===== src/cin_pkg.sv =====
`default_nettype none

package cin_pkg;

    // Word geometry
    localparam int CIN_WORD_W   = 32;
    localparam int CIN_NIBBLES  = 8;
    localparam int CIN_NIB_W    = CIN_WORD_W / CIN_NIBBLES;
    // Nibble history kept ahead of the incoming nibble
    localparam int CIN_HIST_W   = CIN_WORD_W - CIN_NIB_W;

    // Repeating pattern the link locks onto
    localparam logic [CIN_WORD_W-1:0] CIN_TRAIN_WORD = 32'hA55A6996;

    // Bit error counter
    localparam int CIN_ERRCNT_W = 16;

    // Command word fields
    // Opcode in the top byte, payload below it
    localparam int CIN_OP_W     = 8;
    localparam int CIN_TAG_W    = 24;
    localparam int CIN_ADDR_W   = 8;
    localparam int CIN_DATA_W   = 16;

    // Top byte of a command word
    // Idle matches the top byte of the training word
    typedef enum logic [CIN_OP_W-1:0] {
        CIN_OP_TRIG   = 8'h01,
        CIN_OP_WRITE  = 8'h02,
        CIN_OP_RUNRST = 8'h03,
        CIN_OP_IDLE   = 8'hA5
    } cin_op_e;

    // Word lock progress
    typedef enum logic [1:0] {
        LK_IDLE,
        LK_ARMED,
        LK_LOCKED
    } cin_lock_e;

endpackage

`default_nettype wire


===== src/cin_word_if.sv =====
`timescale 1ns/1ps
`default_nettype none

interface cin_word_if;
    import cin_pkg::*;

    // Parallel word, held until the next capture
    logic [CIN_WORD_W-1:0] word;
    // One-cycle pulse per captured word
    logic                  valid;
    // Level, high once the link is locked
    logic                  locked;
    // One-cycle pulse per training nibble mismatch
    logic                  biterr;

    // Sync block side
    modport src (
        output word,
        output valid,
        output locked,
        output biterr
    );

    // Command decoder side
    modport dec (
        input word,
        input valid,
        input locked
    );

    // Error counter side
    modport err (
        input biterr,
        input locked
    );

endinterface

`default_nettype wire


===== src/cin_biterr_counter.sv =====
`timescale 1ns/1ps
`default_nettype none

module cin_biterr_counter (
    input  logic                              sysclk_i,
    input  logic                              rst_i,
    input  logic                              clr_i,
    cin_word_if.err                           e,
    output logic [cin_pkg::CIN_ERRCNT_W-1:0]  count_o
);
    import cin_pkg::*;

    logic [CIN_ERRCNT_W-1:0] count_q;
    logic                    inc_w;
    logic                    sat_w;

    // Errors only mean something on the unlocked training stream
    assign inc_w = e.biterr && !e.locked;
    assign sat_w = (count_q == {CIN_ERRCNT_W{1'b1}});

    // Clear wins over a coincident error pulse
    always_ff @(posedge sysclk_i) begin
        if (rst_i || clr_i) begin
            count_q <= '0;
        end else if (inc_w && !sat_w) begin
            count_q <= count_q + 1'b1;
        end
    end

    assign count_o = count_q;

    // Count is monotonic between clears
    a_no_decrease: assert property (
        @(posedge sysclk_i) disable iff (rst_i)
        !clr_i |=> count_o >= $past(count_o)
    );

endmodule

`default_nettype wire


===== src/cin_command_decoder.sv =====
`timescale 1ns/1ps
`default_nettype none

module cin_command_decoder (
    input  logic                            sysclk_i,
    input  logic                            rst_i,
    cin_word_if.dec                         d,
    output logic                            trig_o,
    output logic [cin_pkg::CIN_TAG_W-1:0]   trig_tag_o,
    output logic                            wr_o,
    output logic [cin_pkg::CIN_ADDR_W-1:0]  wr_addr_o,
    output logic [cin_pkg::CIN_DATA_W-1:0]  wr_data_o,
    output logic                            runrst_o,
    output logic                            bad_op_o
);
    import cin_pkg::*;

    cin_op_e op_w;
    logic    take_w;
    logic    strobe_any_w;

    // Top byte taken as an opcode, may land outside the enum
    assign op_w   = cin_op_e'(d.word[CIN_WORD_W-1 -: CIN_OP_W]);
    assign take_w = d.valid && d.locked;

    // Strobes, one cycle after the word
    always_ff @(posedge sysclk_i) begin
        if (rst_i) begin
            trig_o   <= 1'b0;
            wr_o     <= 1'b0;
            runrst_o <= 1'b0;
            bad_op_o <= 1'b0;
        end else begin
            trig_o   <= 1'b0;
            wr_o     <= 1'b0;
            runrst_o <= 1'b0;
            bad_op_o <= 1'b0;
            if (take_w) begin
                case (op_w)
                    CIN_OP_TRIG:   trig_o   <= 1'b1;
                    CIN_OP_WRITE:  wr_o     <= 1'b1;
                    CIN_OP_RUNRST: runrst_o <= 1'b1;
                    // Training filler, nothing to do
                    CIN_OP_IDLE:   ;
                    default:       bad_op_o <= 1'b1;
                endcase
            end
        end
    end

    // Payloads load with their strobe and hold otherwise
    always_ff @(posedge sysclk_i) begin
        if (take_w && op_w == CIN_OP_TRIG) begin
            trig_tag_o <= d.word[CIN_TAG_W-1:0];
        end
        if (take_w && op_w == CIN_OP_WRITE) begin
            // Address sits right above the data field
            wr_addr_o <= d.word[CIN_DATA_W +: CIN_ADDR_W];
            wr_data_o <= d.word[CIN_DATA_W-1:0];
        end
    end

    assign strobe_any_w = trig_o || wr_o || runrst_o || bad_op_o;

    // Each strobe answers exactly one locked word from the cycle before
    a_one_strobe: assert property (
        @(posedge sysclk_i) disable iff (rst_i)
        strobe_any_w |-> $onehot0({trig_o, wr_o, runrst_o, bad_op_o})
                         && $past(d.valid && d.locked)
    );

endmodule

`default_nettype wire


===== src/cin_link_top.sv =====
`timescale 1ns/1ps
`default_nettype none

module cin_link_top (
    input  logic                              sysclk_i,
    input  logic                              rst_i,
    input  logic [cin_pkg::CIN_NIB_W-1:0]     cin_i,
    input  logic                              lock_i,
    input  logic                              errcnt_clr_i,
    output logic                              locked_o,
    output logic [cin_pkg::CIN_ERRCNT_W-1:0]  errcnt_o,
    output logic                              trig_o,
    output logic [cin_pkg::CIN_TAG_W-1:0]     trig_tag_o,
    output logic                              wr_o,
    output logic [cin_pkg::CIN_ADDR_W-1:0]    wr_addr_o,
    output logic [cin_pkg::CIN_DATA_W-1:0]    wr_data_o,
    output logic                              runrst_o,
    output logic                              bad_op_o
);

    // Word, lock and error signals out of the sync block
    cin_word_if u_word_if ();

    // Nibble stream to words
    cin_parallel_sync u_sync (
        .sysclk_i (sysclk_i),
        .rst_i    (rst_i),
        .cin_i    (cin_i),
        .lock_i   (lock_i),
        .w        (u_word_if.src)
    );

    // Training error statistics
    cin_biterr_counter u_errcnt (
        .sysclk_i (sysclk_i),
        .rst_i    (rst_i),
        .clr_i    (errcnt_clr_i),
        .e        (u_word_if.err),
        .count_o  (errcnt_o)
    );

    // Words to command strobes
    cin_command_decoder u_dec (
        .sysclk_i   (sysclk_i),
        .rst_i      (rst_i),
        .d          (u_word_if.dec),
        .trig_o     (trig_o),
        .trig_tag_o (trig_tag_o),
        .wr_o       (wr_o),
        .wr_addr_o  (wr_addr_o),
        .wr_data_o  (wr_data_o),
        .runrst_o   (runrst_o),
        .bad_op_o   (bad_op_o)
    );

    assign locked_o = u_word_if.locked;

endmodule

`default_nettype wire


===== src/cin_parallel_sync.sv =====
`timescale 1ns/1ps
`default_nettype none

module cin_parallel_sync (
    input  logic                         sysclk_i,
    input  logic                         rst_i,
    input  logic [cin_pkg::CIN_NIB_W-1:0] cin_i,
    input  logic                         lock_i,
    cin_word_if.src                      w
);
    import cin_pkg::*;

    // Previous seven nibbles with the oldest in the low bits
    logic [CIN_HIST_W-1:0] hist_q;
    // Word ending with the nibble arriving this cycle
    logic [CIN_WORD_W-1:0] cand_w;
    logic [CIN_WORD_W-1:0] capture_q;

    cin_lock_e state_q;
    cin_lock_e state_d;

    // Frame position with bit 3 as the valid pulse
    logic [3:0] seq_q;
    logic       capture_w;

    // Bit error path
    logic [CIN_NIB_W-1:0]           oldest_dly_w;
    logic [3:0]                     prime_q;
    logic                           biterr_q;

    // Nibbles arrive LS first, so shift right
    always_ff @(posedge sysclk_i) begin
        hist_q <= {cin_i, hist_q[CIN_HIST_W-1:CIN_NIB_W]};
    end

    assign cand_w = {cin_i, hist_q};

    // Lock FSM
    always_comb begin
        state_d = state_q;
        case (state_q)
            LK_IDLE: begin
                if (lock_i) begin
                    state_d = LK_ARMED;
                end
            end
            LK_ARMED: begin
                // Lock on the edge that completes a training word
                if (cand_w == CIN_TRAIN_WORD) begin
                    state_d = LK_LOCKED;
                end
            end
            // Held until reset
            LK_LOCKED: state_d = LK_LOCKED;
            default:   state_d = LK_IDLE;
        endcase
    end

    always_ff @(posedge sysclk_i) begin
        if (rst_i) begin
            state_q <= LK_IDLE;
        end else begin
            state_q <= state_d;
        end
    end

    // Framing counter
    // Starts at 0 on the first nibble after the locking word,
    // runs 1..7 then 8, and 8 wraps back to 1
    always_ff @(posedge sysclk_i) begin
        if (rst_i || state_q != LK_LOCKED) begin
            seq_q <= 4'h0;
        end else begin
            seq_q <= {1'b0, seq_q[2:0]} + 4'h1;
        end
    end

    // Last nibble of an aligned word is in flight at position 7
    assign capture_w = (state_q == LK_LOCKED) && (seq_q[2:0] == 3'd7);

    always_ff @(posedge sysclk_i) begin
        if (capture_w) begin
            capture_q <= cand_w;
        end
    end

    // Oldest history nibble entered 7 cycles ago and its delayed copy 15
    srlvec #(
        .NBITS (CIN_NIB_W)
    ) u_err_dly (
        .sysclk_i (sysclk_i),
        .din_i    (hist_q[CIN_NIB_W-1:0]),
        .tap_i    (3'(CIN_NIBBLES - 1)),
        .dout_o   (oldest_dly_w)
    );

    // Hold off error flags until both compare paths carry
    // nibbles that entered after reset was asserted
    always_ff @(posedge sysclk_i) begin
        if (rst_i) begin
            prime_q <= 4'h0;
        end else if (prime_q != 4'hF) begin
            prime_q <= prime_q + 4'h1;
        end
    end

    // Compared only while unlocked because training may stop after lock
    always_ff @(posedge sysclk_i) begin
        if (rst_i || state_q == LK_LOCKED || prime_q != 4'hF) begin
            biterr_q <= 1'b0;
        end else begin
            biterr_q <= (hist_q[CIN_NIB_W-1:0] != oldest_dly_w);
        end
    end

    assign w.word   = capture_q;
    assign w.valid  = seq_q[3];
    assign w.locked = (state_q == LK_LOCKED);
    assign w.biterr = biterr_q;

    // No word may appear before lock
    a_valid_needs_lock: assert property (
        @(posedge sysclk_i) disable iff (rst_i)
        $rose(w.valid) |-> w.locked
    );

    // Lock is only ever lost through reset
    a_lock_sticky: assert property (
        @(posedge sysclk_i)
        $fell(w.locked) |-> $past(rst_i)
    );

    // Frame spacing fixed at 8 cycles once locked
    a_valid_period: assert property (
        @(posedge sysclk_i) disable iff (rst_i)
        w.valid |=> !w.valid [*7] ##1 w.valid
    );

endmodule

`default_nettype wire


===== src/srlvec.sv =====
`timescale 1ns/1ps
`default_nettype none

module srlvec #(
    parameter int NBITS = 4
) (
    input  logic                                     sysclk_i,
    input  logic [NBITS-1:0]                         din_i,
    input  logic [$clog2(cin_pkg::CIN_NIBBLES)-1:0]  tap_i,
    output logic [NBITS-1:0]                         dout_o
);
    import cin_pkg::*;

    // One stage per nibble slot of a word
    logic [NBITS-1:0] stage_q [CIN_NIBBLES];

    // Straight shift every cycle, no enable
    always_ff @(posedge sysclk_i) begin
        stage_q[0] <= din_i;
        for (int i = 1; i < CIN_NIBBLES; i++) begin
            stage_q[i] <= stage_q[i-1];
        end
    end

    // Tap 0 is one cycle of delay, tap 7 is eight
    assign dout_o = stage_q[tap_i];

endmodule

`default_nettype wire


===== config.mk =====
export PLATFORM = sky130hd
export DESIGN_NAME = cin_link_top
export DESIGN_NICKNAME = d
export VERILOG_FILES = /design/src/cin_pkg.sv /design/src/cin_word_if.sv /design/src/cin_biterr_counter.sv /design/src/cin_command_decoder.sv /design/src/cin_link_top.sv /design/src/cin_parallel_sync.sv /design/src/srlvec.sv
export SDC_FILE = /design/constraint.sdc
export NUM_CORES = 1
export LEC_CHECK = 0
export BUFFER_PORTS_ARGS = -buffer_cell sky130_fd_sc_hd__buf_2
export CORE_UTILIZATION = 50
export CTS_CLUSTER_SIZE = 25
export DETAILED_ROUTE_END_ITERATION = 10
export GPL_ROUTABILITY_DRIVEN = 0
export PLACE_DENSITY = 0.8
export SYNTH_ARGS = -nofsm -noshare
export SYNTH_HDL_FRONTEND = slang
export SYNTH_HIERARCHICAL = 1
export SYNTH_SLANG_ARGS = --single-unit
export TNS_END_PERCENT = 100

===== constraint.sdc =====
create_clock -name sysclk_i -period 6.12 [get_ports sysclk_i]
set_input_delay 1.224 -clock sysclk_i [delete_from_list [all_inputs] [get_ports sysclk_i]]
set_output_delay 1.224 -clock sysclk_i [all_outputs]
set_load 0.03 [all_outputs]

==> metrics.csv, run 1 <==
stage,metric,value,unit
status,status,"complete, no violations",
yosys,Post-Syn Area,0.00557,mm2
yosys,post-synth top area share,43.2,%
timing,Setup TNS,0,ns
timing,Worst Skew,0.00785,ns
detailed_routing,vias,3034,
floorplanning,IO Count,77,
placed_design,dpl hpwl,6.07,mm
detailed_routing,routed vias/inst,5.20,
hold_path,Hold WC Path Type,reg2reg,
critical_path,Crit path required time,4.90,ns
global_routing,GR Util met3,5.63,%
yosys,synthesized area per cell,16.7,um2
clock_tree,Worst-Skew Late Latency,0.52,ns
critical_path,r2r setup slk,3.70,ns
hold_path,hold worst-path end,u_sync/u_err_dly/stage_q[2][0]$_DFF_P_,
timing,RSZ-0062 raised after global routing,no,
hold_path,Worst Hold Depth,0,
yosys,Mapped Cells,334,
floorplanning,Die Wd,108,um
floorplanning,core box area,0.0108,mm2
clock_tree,Clock transition at path regs,0.06,ns
pwr,Pwr Density,348,mW/mm2
yosys,"flops & latches, synth",171,
global_routing,largest net degree at the start of global routing,33,
global_routing,GRT Max-Usage Layer,met2,
critical_path,crit path kind,reg2out,
placed_design,PortBufs,76,
clock_tree,CTS resizes,0,
yosys,Synth warnings,6,
critical_path,Worst Path Max Fanout,10,
global_routing,first-pass GRT wire length,14.4,mm
detailed_routing,Routed Antenna Nets,0,
floorplanning,Die ar.,0.0116,mm2
yosys,asr flop ratio synth,0,%
timing,worst-margin pin slew,1.20,ns
critical_path,Arrival @ worst endpoint,1.55,ns
yosys,Post-synth top cells,"91 x dfxtp_1, 80 x edfxtp_1, 15 x nor2_1",
critical_path,Worst Reg-to-Reg Cells,4,
timing,Final setup viols,0,
yosys,"count leader, synth",dfxtp_1,
detailed_routing,WL final,8.98,mm
placed_design,dpl ws,3.70,ns
clock_tree,CTS sink count,171,
yosys,"top cells by area, synth","edfxtp_1 43%, dfxtp_1 33%, mux4_1 3.8%",
timing,fmax,360,MHz
global_routing,grt ovf,0,
yosys,leading area contributor after synthesis,edfxtp_1,
global_routing,met1 Usage GRT,18.8,%
final_layout,number of diodes,0,
global_routing,vias in the first global route,2953,
floorplanning,Initial Utilization,51.3,%
pwr,Pleak,2.54,nW
yosys,"Seq/Total Area, Yosys",75.9,%
clock_tree,H-tree depth,4,
timing,relative slew slack,20.1,%
yosys,Unique masters post-synth,57,
floorplanning,die height,108,um
placed_design,Post-DP Area,0.00613,mm2
yosys,number of synthesized flops with an enable pin,80,
pwr,worst vdd ir,0.283,mV
global_routing,antenna violations before repair,0,
clock_tree,CTS Buffer Depth,2,
timing,Final Max Tran Viols,0,
final_layout,Layout fillers,768,
critical_path,Setup crit start kind,register,
clock_tree,Root Driver,clkbuf_8,
timing,post-route setup slack,3.34,ns
global_routing,M2 GR Usage,29.1,%
global_routing,GRT Total Usage,16.7,%
timing,Final Hold Slack,0.343,ns
final_layout,fin area,0.00668,mm2
clock_tree,CTS Buf Count,17,
critical_path,Worst setup EP type,output pin,
timing,period utilization,45.4,%
yosys,Most used DFF post-synth,dfxtp_1,
clock_tree,# Post-CTS Setup Buffers,0,
detailed_routing,initial DRC count,177,
detailed_routing,DRT Pass-1 Iters,4,
clock_tree,hold_buf cts,0,
clock_tree,clock tree from TritonCTS,yes,
critical_path,RR Endpoint,u_dec/wr_addr_o[3]$_DFFE_PP_,
flow_run,max cap viols,0,
final_layout,nets,446,
timing,final hold vios,0,
final_layout,Layout area overhead,20.0,%
detailed_routing,DRC Markers,0,
final_layout,share of layout cells above drive strength 1,29.3,%
timing,Final min period,2.78,ns
pwr,Final Power,0.00232,W
hold_path,Hold Crit Start,u_sync/u_err_dly/stage_q[1][0]$_DFF_P_,
floorplanning,row cnt,38,
critical_path,RR Startpoint,u_sync/state_q[0]$_SDFFE_PP0P_,
detailed_routing,Avg WL per Cell,15.4,um
## power breakdown
part / internal [W] / leakage, nW / switching, W
clock: 0.000573 / 0.259 / 0.000410
sequential: 0.00122 / 1.48 / 0.0000219
combinational: 0.0000468 / 0.808 / 0.0000498
## per-layer routing
metal  part of all wire [%]  wire [um]
met1                     42       3810
met2                     52       4630
met3                    4.8        431
met4                    1.2        108
met5                      0          0
## registers in the layout (all words and copies together) (netlist names)
name	flops
u_sync/state_q	2
u_dec/wr_data_o	16
u_sync/seq_q	4
u_errcnt/count_o	16
u_sync/w.biterr	1
u_dec/trig_o	1
u_dec/wr_o	1
u_sync/hist_q	28
u_sync/u_err_dly/stage_q	32
u_dec/trig_tag_o	24
u_dec/runrst_o	1
u_sync/w.word	32
u_dec/wr_addr_o	8
u_dec/bad_op_o	1
u_sync/prime_q	4
## cells in the final DEF, fill, tap and decap left out, types with 2 or more instances in the layout
cell type,n
a21oi_1,11
a31oi_1,2
and3_1,2
and4b_1,2
and4bb_1,4
and4bb_2,4
buf_2,76
buf_4,2
bufinv_16,2
clkbuf_16,16
clkinv_1,3
clkinv_2,2
clkinv_4,2
clkinvlp_4,2
conb_1,6
dfxtp_1,91
edfxtp_1,80
ha_1,7
inv_1,5
mux2_2,4
mux2i_1,5
mux4_1,8
nand2_1,12
nand2b_1,2
nand3_1,5
nand4_1,6
nor2_1,14
nor3_1,6
nor3_2,3
nor4_1,2
o211ai_1,2
o21ai_0,6
o31ai_1,5
or3_1,3
or4_1,5
xnor2_1,2
xor2_1,4
## worst max-delay path by stage
| stage | from | end | slack [ns] |
|---|---|---|---|
| 2_1_floorplan | u_sync/state_q[0]$_SDFFE_PP0P_ | u_dec/trig_tag_o[0]$_DFFE_PP_ | 2.89 |
| 3_3_place_gp | u_sync/state_q[0]$_SDFFE_PP0P_ | u_dec/wr_data_o[0]$_DFFE_PP_ | 3.78 |
| 3_5_place_dp | u_sync/state_q[0]$_SDFFE_PP0P_ | u_dec/wr_data_o[0]$_DFFE_PP_ | 3.70 |
| 4_1_cts | u_sync/state_q[0]$_SDFFE_PP0P_ | locked_o | 3.32 |
| 5_1_grt | u_sync/state_q[0]$_SDFFE_PP0P_ | locked_o | 3.22 |
| 6_report | u_sync/state_q[0]$_SDFFE_PP0P_ | locked_o | 3.34 |
## cells by family (layout without fill, tap and decap cells)
| group | Yosys count | count (layout) | synth area share [%] |
|---|---|---|---|
| AOI/OAI and AO/OA | 33 | 33 | 3.89 |
| xor gates and xnor gates | 6 | 6 | 0.944 |
| adders and majority gates | 7 | 7 | 1.57 |
| buffers and inverters | 10 | 114 | 0.832 |
| DFF | 171 | 171 | 75.9 |
| muxes | 18 | 18 | 5.76 |
| other | 1 | 6 | 0.0674 |
| and+or+nand+nor | 88 | 88 | 11.0 |
## layout make-up
cell class / count / area, um2 / area share (%)
Clock inverter: 13 / 128 / 1.91
Clock buffer: 18 / 418 / 6.26
Tap cell: 140 / 175 / 2.62
Inverter: 5 / 18.8 / 0.281
Sequential cell: 171 / 4220 / 63.2
Timing Repair Buffer: 78 / 395 / 5.92
Multi-Input combinational cell: 158 / 1320 / 19.8
## critical path: stages (launching register included)
cell and delay, ns:
dfxtp_1 0.34, inv_1 0.09, ha_1 0.33, buf_2 0.27
## per-stage QoR
stage / instances / utilization, %
floorplan: 339 / -
global placement: 552 / 56.6
detailed placement: 552 / 56.6
CTS: 583 / 61.6
global route: 583 / 61.6
finish: 583 / 61.6
No activity file was read; power rests on OpenSTA's default activity.
==> run 2: changes to the inputs <==
- ABC_AREA: default -> 1
- PLACE_DENSITY: 0.8 -> 0.82
- clock period: 6.12 -> 2.2 ns (I/O delays scaled with it)
==> run 2 against run 1 <==
Against the previous run:
- worst hold slack got worse by 0.20 ns
- critical endpoint unchanged
- clock skew about the same
- synthesized cell count increased by 69%
- global-route usage increased by 1.4 points
- first-iteration DRC count increased by 62%
- largest power group unchanged
- power increased to 2.9 times the previous value
- count of clock-buffer cells in the layout increased by 2
- highest routed layer unchanged
==> metrics.csv, run 2 <==
stage,metric,value,unit
status,status,"complete, no violations",
yosys,"top cells by area, synth","edfxtp_1 39%, dfxtp_1 30%, nand2_1 7.1%",
detailed_routing,WL final,10.4,mm
yosys,asr flop ratio synth,0,%
detailed_routing,Routed Antenna Nets,0,
clock_tree,CTS resizes,0,
critical_path,Worst setup EP type,output pin,
yosys,Synth warnings,6,
timing,Setup TNS,0,ns
clock_tree,hold_buf cts,0,
hold_path,Hold WC Path Type,in2reg,
global_routing,vias in the first global route,3885,
global_routing,first-pass GRT wire length,17.6,mm
timing,period utilization,83.7,%
pwr,worst vdd ir,0.486,mV
yosys,Post-synth top cells,"116 x nand2_1, 91 x dfxtp_1, 80 x edfxtp_1",
global_routing,antenna violations before repair,0,
global_routing,grt ovf,0,
final_layout,fin area,0.00724,mm2
detailed_routing,vias,3936,
clock_tree,clock tree from TritonCTS,yes,
final_layout,number of diodes,0,
clock_tree,Clock transition at path regs,0.06,ns
clock_tree,Root Driver,clkbuf_16,
yosys,synthesized area per cell,10.8,um2
pwr,Pwr Density,927,mW/mm2
timing,Worst Skew,0.00764,ns
placed_design,dpl hpwl,7.00,mm
yosys,number of synthesized flops with an enable pin,80,
yosys,Most used DFF post-synth,dfxtp_1,
yosys,post-synth top area share,39.4,%
final_layout,Layout area overhead,18.9,%
timing,RSZ-0062 raised after global routing,no,
critical_path,Worst Path Max Fanout,6,
final_layout,most frequent cells in the layout,"116 x nand2_1, 91 x dfxtp_1, 80 x edfxtp_1, 78 x inv_1, 76 x buf_2",
placed_design,Post-DP Area,0.00665,mm2
final_layout,nets,678,
timing,Final min period,1.84,ns
floorplanning,Initial Utilization,52.2,%
floorplanning,Die Wd,112,um
yosys,leading area contributor after synthesis,edfxtp_1,
yosys,Unique masters post-synth,31,
timing,Final Max Tran Viols,0,
global_routing,GRT Total Usage,18.0,%
final_layout,"most common cell after layout, fill and taps aside",nand2_1,
flow_run,max cap viols,0,
detailed_routing,routed vias/inst,4.81,
detailed_routing,initial DRC count,287,
floorplanning,core box area,0.0117,mm2
final_layout,final design utilization,62.1,%
yosys,Mapped Cells,564,
floorplanning,IO Count,77,
yosys,"flops & latches, synth",171,
yosys,Post-Syn Area,0.00609,mm2
detailed_routing,DRC Markers,0,
critical_path,Arrival @ worst endpoint,1.40,ns
timing,fmax,543,MHz
clock_tree,# Post-CTS Setup Buffers,0,
clock_tree,Worst-Skew Late Latency,0.42,ns
final_layout,Layout fillers,844,
floorplanning,Die ar.,0.0126,mm2
yosys,"Seq/Total Area, Yosys",69.4,%
critical_path,Crit path required time,1.76,ns
detailed_routing,DRT Pass-1 Iters,5,
critical_path,crit path kind,reg2out,
clock_tree,CTS Buf Count,17,
critical_path,Setup crit start kind,register,
timing,Final setup viols,0,
floorplanning,row cnt,39,
detailed_routing,Avg WL per Cell,12.7,um
global_routing,largest net degree at the start of global routing,33,
yosys,"count leader, synth",nand2_1,
floorplanning,die height,112,um
final_layout,share of layout cells above drive strength 1,23.8,%
timing,final hold vios,0,
clock_tree,H-tree depth,4,
clock_tree,CTS Buffer Depth,2,
clock_tree,CTS sink count,171,
placed_design,PortBufs,76,
pwr,Pleak,3.17,nW
## run 2: critical path, stage by stage, from the launching register on
cell and delay [ns]:
dfxtp_1 0.33, inv_1 0.09, ha_1 0.30, buf_2 0.26
## run 2: per-layer routing
| metal | GRT usage [%] | share of wire [%] | vias to the layer above |
|---|---|---|---|
| met2 | 31.2 | 52 | 96 |
| met1 | 20.8 | 42 | 1833 |
| met5 | 0 | 0 | - |
| li1 | - | - | 1985 |
| met4 | 8.53 | 1.8 | 0 |
| met3 | 4.97 | 4.2 | 22 |
## run 2: cell type report
cell class | instances | area (um2) | area share, %
sequential | 171 | 4220 | 58.3
multi-input combinational | 306 | 1510 | 20.8
clock buffer | 20 | 457 | 6.31
timing repair buffer | 80 | 410 | 5.67
inverter | 87 | 329 | 4.54
tap | 143 | 179 | 2.47
clock inverter | 12 | 134 | 1.85
## run 2: metrics by stage
step	instances	hold WS [ns]	power (W)	setup WS (ns)
after floorplan	570	0.331	0.00375	-0.0227
after global placement	787	0.334	0.00380	0.517
after detailed placement	787	0.336	0.00383	0.435
after CTS	819	0.132	0.00675	0.335
after global routing	819	0.141	0.00695	0.275
final	819	0.145	0.00671	0.359
## run 2: final timing paths
| check | startpoint | to | slack, ns | depth (start not counted) |
|---|---|---|---|---|
| max | u_sync/state_q[0]$_SDFFE_PP0P_ | locked_o | 0.36 | 3 |
| min | cin_i[2] | u_sync/hist_q[26]$_DFF_P_ | 0.15 | 1 |
| min reg2reg | u_sync/u_err_dly/stage_q[4][0]$_DFF_P_ | u_sync/u_err_dly/stage_q[5][0]$_DFF_P_ | 0.34 | 0 |
| max reg2reg | u_sync/state_q[0]$_SDFFE_PP0P_ | u_dec/wr_data_o[3]$_DFFE_PP_ | 0.40 | 5 |
## run 2: cells by family after synthesis
kind of cell | synth area share (%)
buffers and inverters | 6.31
XOR/XNOR | 0.575
adder cells (fa/ha/maj) | 1.44
AO/OA/AOI/OAI | 1.89
AND/OR/NAND/NOR | 20.4
other | 0.0616
flip-flops | 69.4
## run 2: power by group
group          switching (W)  total, W  leakage, nW  internal (W)
logic               0.000201  0.000319         1.40      0.000118
registers          0.0000588   0.00345         1.48       0.00339
clock network        0.00120   0.00294        0.295       0.00174
total                0.00146   0.00671         3.17       0.00526
==> run 3: changes to the inputs <==
- clock period: 2.2 -> 1.6 ns (I/O delays scaled with it)
==> run 3 against run 2 <==
Against the previous run:
- die area is the same
- largest cell class unchanged
- largest power group unchanged
- sequential power grew 38%
- core utilization grew 0.70 points
- global-route usage grew 0.47 points
- first-iteration DRC count shrank 7.3%
- critical endpoint is now u_errcnt/count_o[3]$_SDFFE_PP0P_
- power grew 35%
- register-to-register slack lost 0.33 ns
- clock skew is essentially flat
- via count grew 1.6%
- count of clock-buffer cells in the layout shrank 3
- non-clock buffer count grew 2
- clock power grew 31%
==> metrics.csv, run 3 (synthesis gave the netlist of run 2 again) <==
stage,metric,value,unit
status,status,"complete, no violations",
pwr,Pwr Density,1240,mW/mm2
detailed_routing,Avg WL per Cell,13.2,um
critical_path,WP depth,8,
critical_path,Setup crit start kind,register,
clock_tree,CTS Buffer Depth,2,
critical_path,Buf/Inv on CP,1,
global_routing,antenna violations before repair,0,
global_routing,largest net degree at the start of global routing,33,
timing,post-route setup slack,0.0664,ns
timing,Final min period,1.53,ns
clock_tree,hold_buf cts,0,
clock_tree,Root Driver,clkbuf_16,
critical_path,crit path kind,reg2reg,
final_layout,number of diodes,0,
hold_path,Hold Crit Start,cin_i[1],
flow_run,max cap viols,0,
timing,period utilization,95.8,%
clock_tree,clock tree from TritonCTS,yes,
floorplanning,Die ar.,0.0126,mm2
placed_design,Post-DP Area,0.00673,mm2
clock_tree,CTS Buf Count,17,
final_layout,most frequent cells in the layout,"115 x nand2_1, 87 x dfxtp_1, 80 x edfxtp_1, 77 x inv_1, 75 x buf_2",
placed_design,dpl ws,0.101,ns
pwr,worst vdd ir,0.646,mV
clock_tree,Worst-Skew Late Latency,0.41,ns
critical_path,CP dominant cell by count,nor2_1,
final_layout,"most common cell after layout, fill and taps aside",nand2_1,
floorplanning,IO Count,77,
floorplanning,die height,112,um
critical_path,Worst Path Max Fanout,5,
critical_path,Arrival @ worst endpoint,1.84,ns
pwr,Final Power,0.00908,W
clock_tree,H-tree depth,4,
timing,Setup TNS,0,ns
final_layout,Layout area overhead,20.3,%
critical_path,r2r setup slk,0.07,ns
pwr,Seq pwr share,52.3,%
final_layout,nets,680,
timing,Final Hold Slack,0.0293,ns
critical_path,slowest cell delay on critical path,0.40,ns
pwr,Gate power share,5.1,%
pwr,Psw,0.00215,W
global_routing,GRT Max-Usage Layer,met2,
clock_tree,Clock transition at path regs,0.07,ns
clock_tree,CTS sink count,171,
global_routing,M2 GR Usage,32.8,%
final_layout,Layout fillers,826,
floorplanning,Initial Utilization,52.2,%
critical_path,Crit path required time,1.91,ns
global_routing,met1 Usage GRT,20.9,%
final_layout,fin area,0.00732,mm2
floorplanning,Die Wd,112,um
critical_path,Crit-path slowest cell,dfxtp_1,
timing,Worst Skew,0.00781,ns
pwr,Clock power frac,42.6,%
floorplanning,core box area,0.0117,mm2
timing,final hold vios,0,
timing,fmax,652,MHz
critical_path,"delay-heaviest family, CP",simple AND/OR/NAND/NOR gates,
pwr,Pleak,3.18,nW
floorplanning,row cnt,39,
critical_path,Worst Reg-to-Reg Cells,8,
detailed_routing,initial DRC count,266,
detailed_routing,vias,3998,
critical_path,RR Startpoint,u_errcnt/count_o[0]$_SDFFE_PP0P_,
timing,Final setup viols,0,
clock_tree,# Post-CTS Setup Buffers,0,
detailed_routing,routed vias/inst,4.87,
detailed_routing,Routed Antenna Nets,0,
critical_path,crit-path cells,"ha_1, inv_1, nor2_8, nand3_2, nor2_2, nor2_1, nor2_1, nor2_1",
detailed_routing,WL final,10.8,mm
global_routing,grt ovf,0,
critical_path,RR Endpoint,u_errcnt/count_o[3]$_SDFFE_PP0P_,
placed_design,dpl hpwl,7.32,mm
global_routing,GRT Total Usage,18.5,%
hold_path,Hold WC Path Type,in2reg,
global_routing,first-pass GRT wire length,18.1,mm
critical_path,launch point of the worst path,u_errcnt/count_o[0]$_SDFFE_PP0P_,
pwr,Pint,0.00693,W
critical_path,Worst setup EP type,register,
pwr,sw frac,23.7,%
detailed_routing,DRT Pass-1 Iters,5,
global_routing,vias in the first global route,4038,
global_routing,GR Util met3,5.08,%
critical_path,Critical path destination,u_errcnt/count_o[3]$_SDFFE_PP0P_,
placed_design,PortBufs,76,
timing,Final Max Tran Viols,0,
final_layout,share of layout cells above drive strength 1,25.4,%
detailed_routing,DRC Markers,0,
## run 3: how the worst min path moves through the flow
stage	endpoint	slack, ns	cells past startpoint
3_5_place_dp	u_sync/u_err_dly/stage_q[6][2]$_DFF_P_	0.34	0
3_3_place_gp	u_sync/u_err_dly/stage_q[7][0]$_DFF_P_	0.33	0
4_1_cts	u_sync/hist_q[26]$_DFF_P_	0.009	1
5_1_grt	u_sync/hist_q[25]$_DFF_P_	0.004	1
6_report	u_sync/hist_q[25]$_DFF_P_	0.03	1
2_1_floorplan	u_sync/u_err_dly/stage_q[1][0]$_DFF_P_	0.33	0
## run 3: power groups by stage
stage	registers, W	logic, W	clock network (W)
floorplan	0.00482	0.000372	0
global placement	0.00483	0.000408	0
detailed placement	0.00484	0.000435	0
CTS	0.00475	0.000446	0.00395
global route	0.00477	0.000524	0.00411
finish	0.00475	0.000466	0.00386
## run 3: layer usage
layer	wire length [um]	vias up	share of wire (%)
met4	212	0	2.0
met3	464	20	4.3
met5	0	-	0
met1	4390	1858	40
li1	-	1991	-
met2	5780	129	53
## run 3: through the flow
step | utilization (%) | std cells
global route | 62.8 | 821
global placement | 57.7 | 789
floorplan | - | 570
detailed placement | 57.7 | 789
finish | 62.8 | 821
CTS | 62.6 | 821
## run 3: worst register-to-register path: cells and delay by family (launching register included)
kind	cells	cell delay (ns)
AND/OR/NAND/NOR	6	0.74
flip-flops	1	0.40
adder cells (fa/ha/maj)	1	0.19
buffers and inverters	1	0.11
## run 3: area by class of cell
cell class	instances	area (um2)	area share [%]
well taps	143	179	2.44
clock buffers	17	425	5.81
repair buffers	82	473	6.46
inverters	87	333	4.54
clock inverters	15	143	1.95
flip-flops and latches	171	4230	57.7
multi-input cells	306	1540	21.1
## run 3: repair_timing
item	CTS	global route
endpoints found under the setup margin	1	8
resized for setup	1	8
pin swaps	0	1
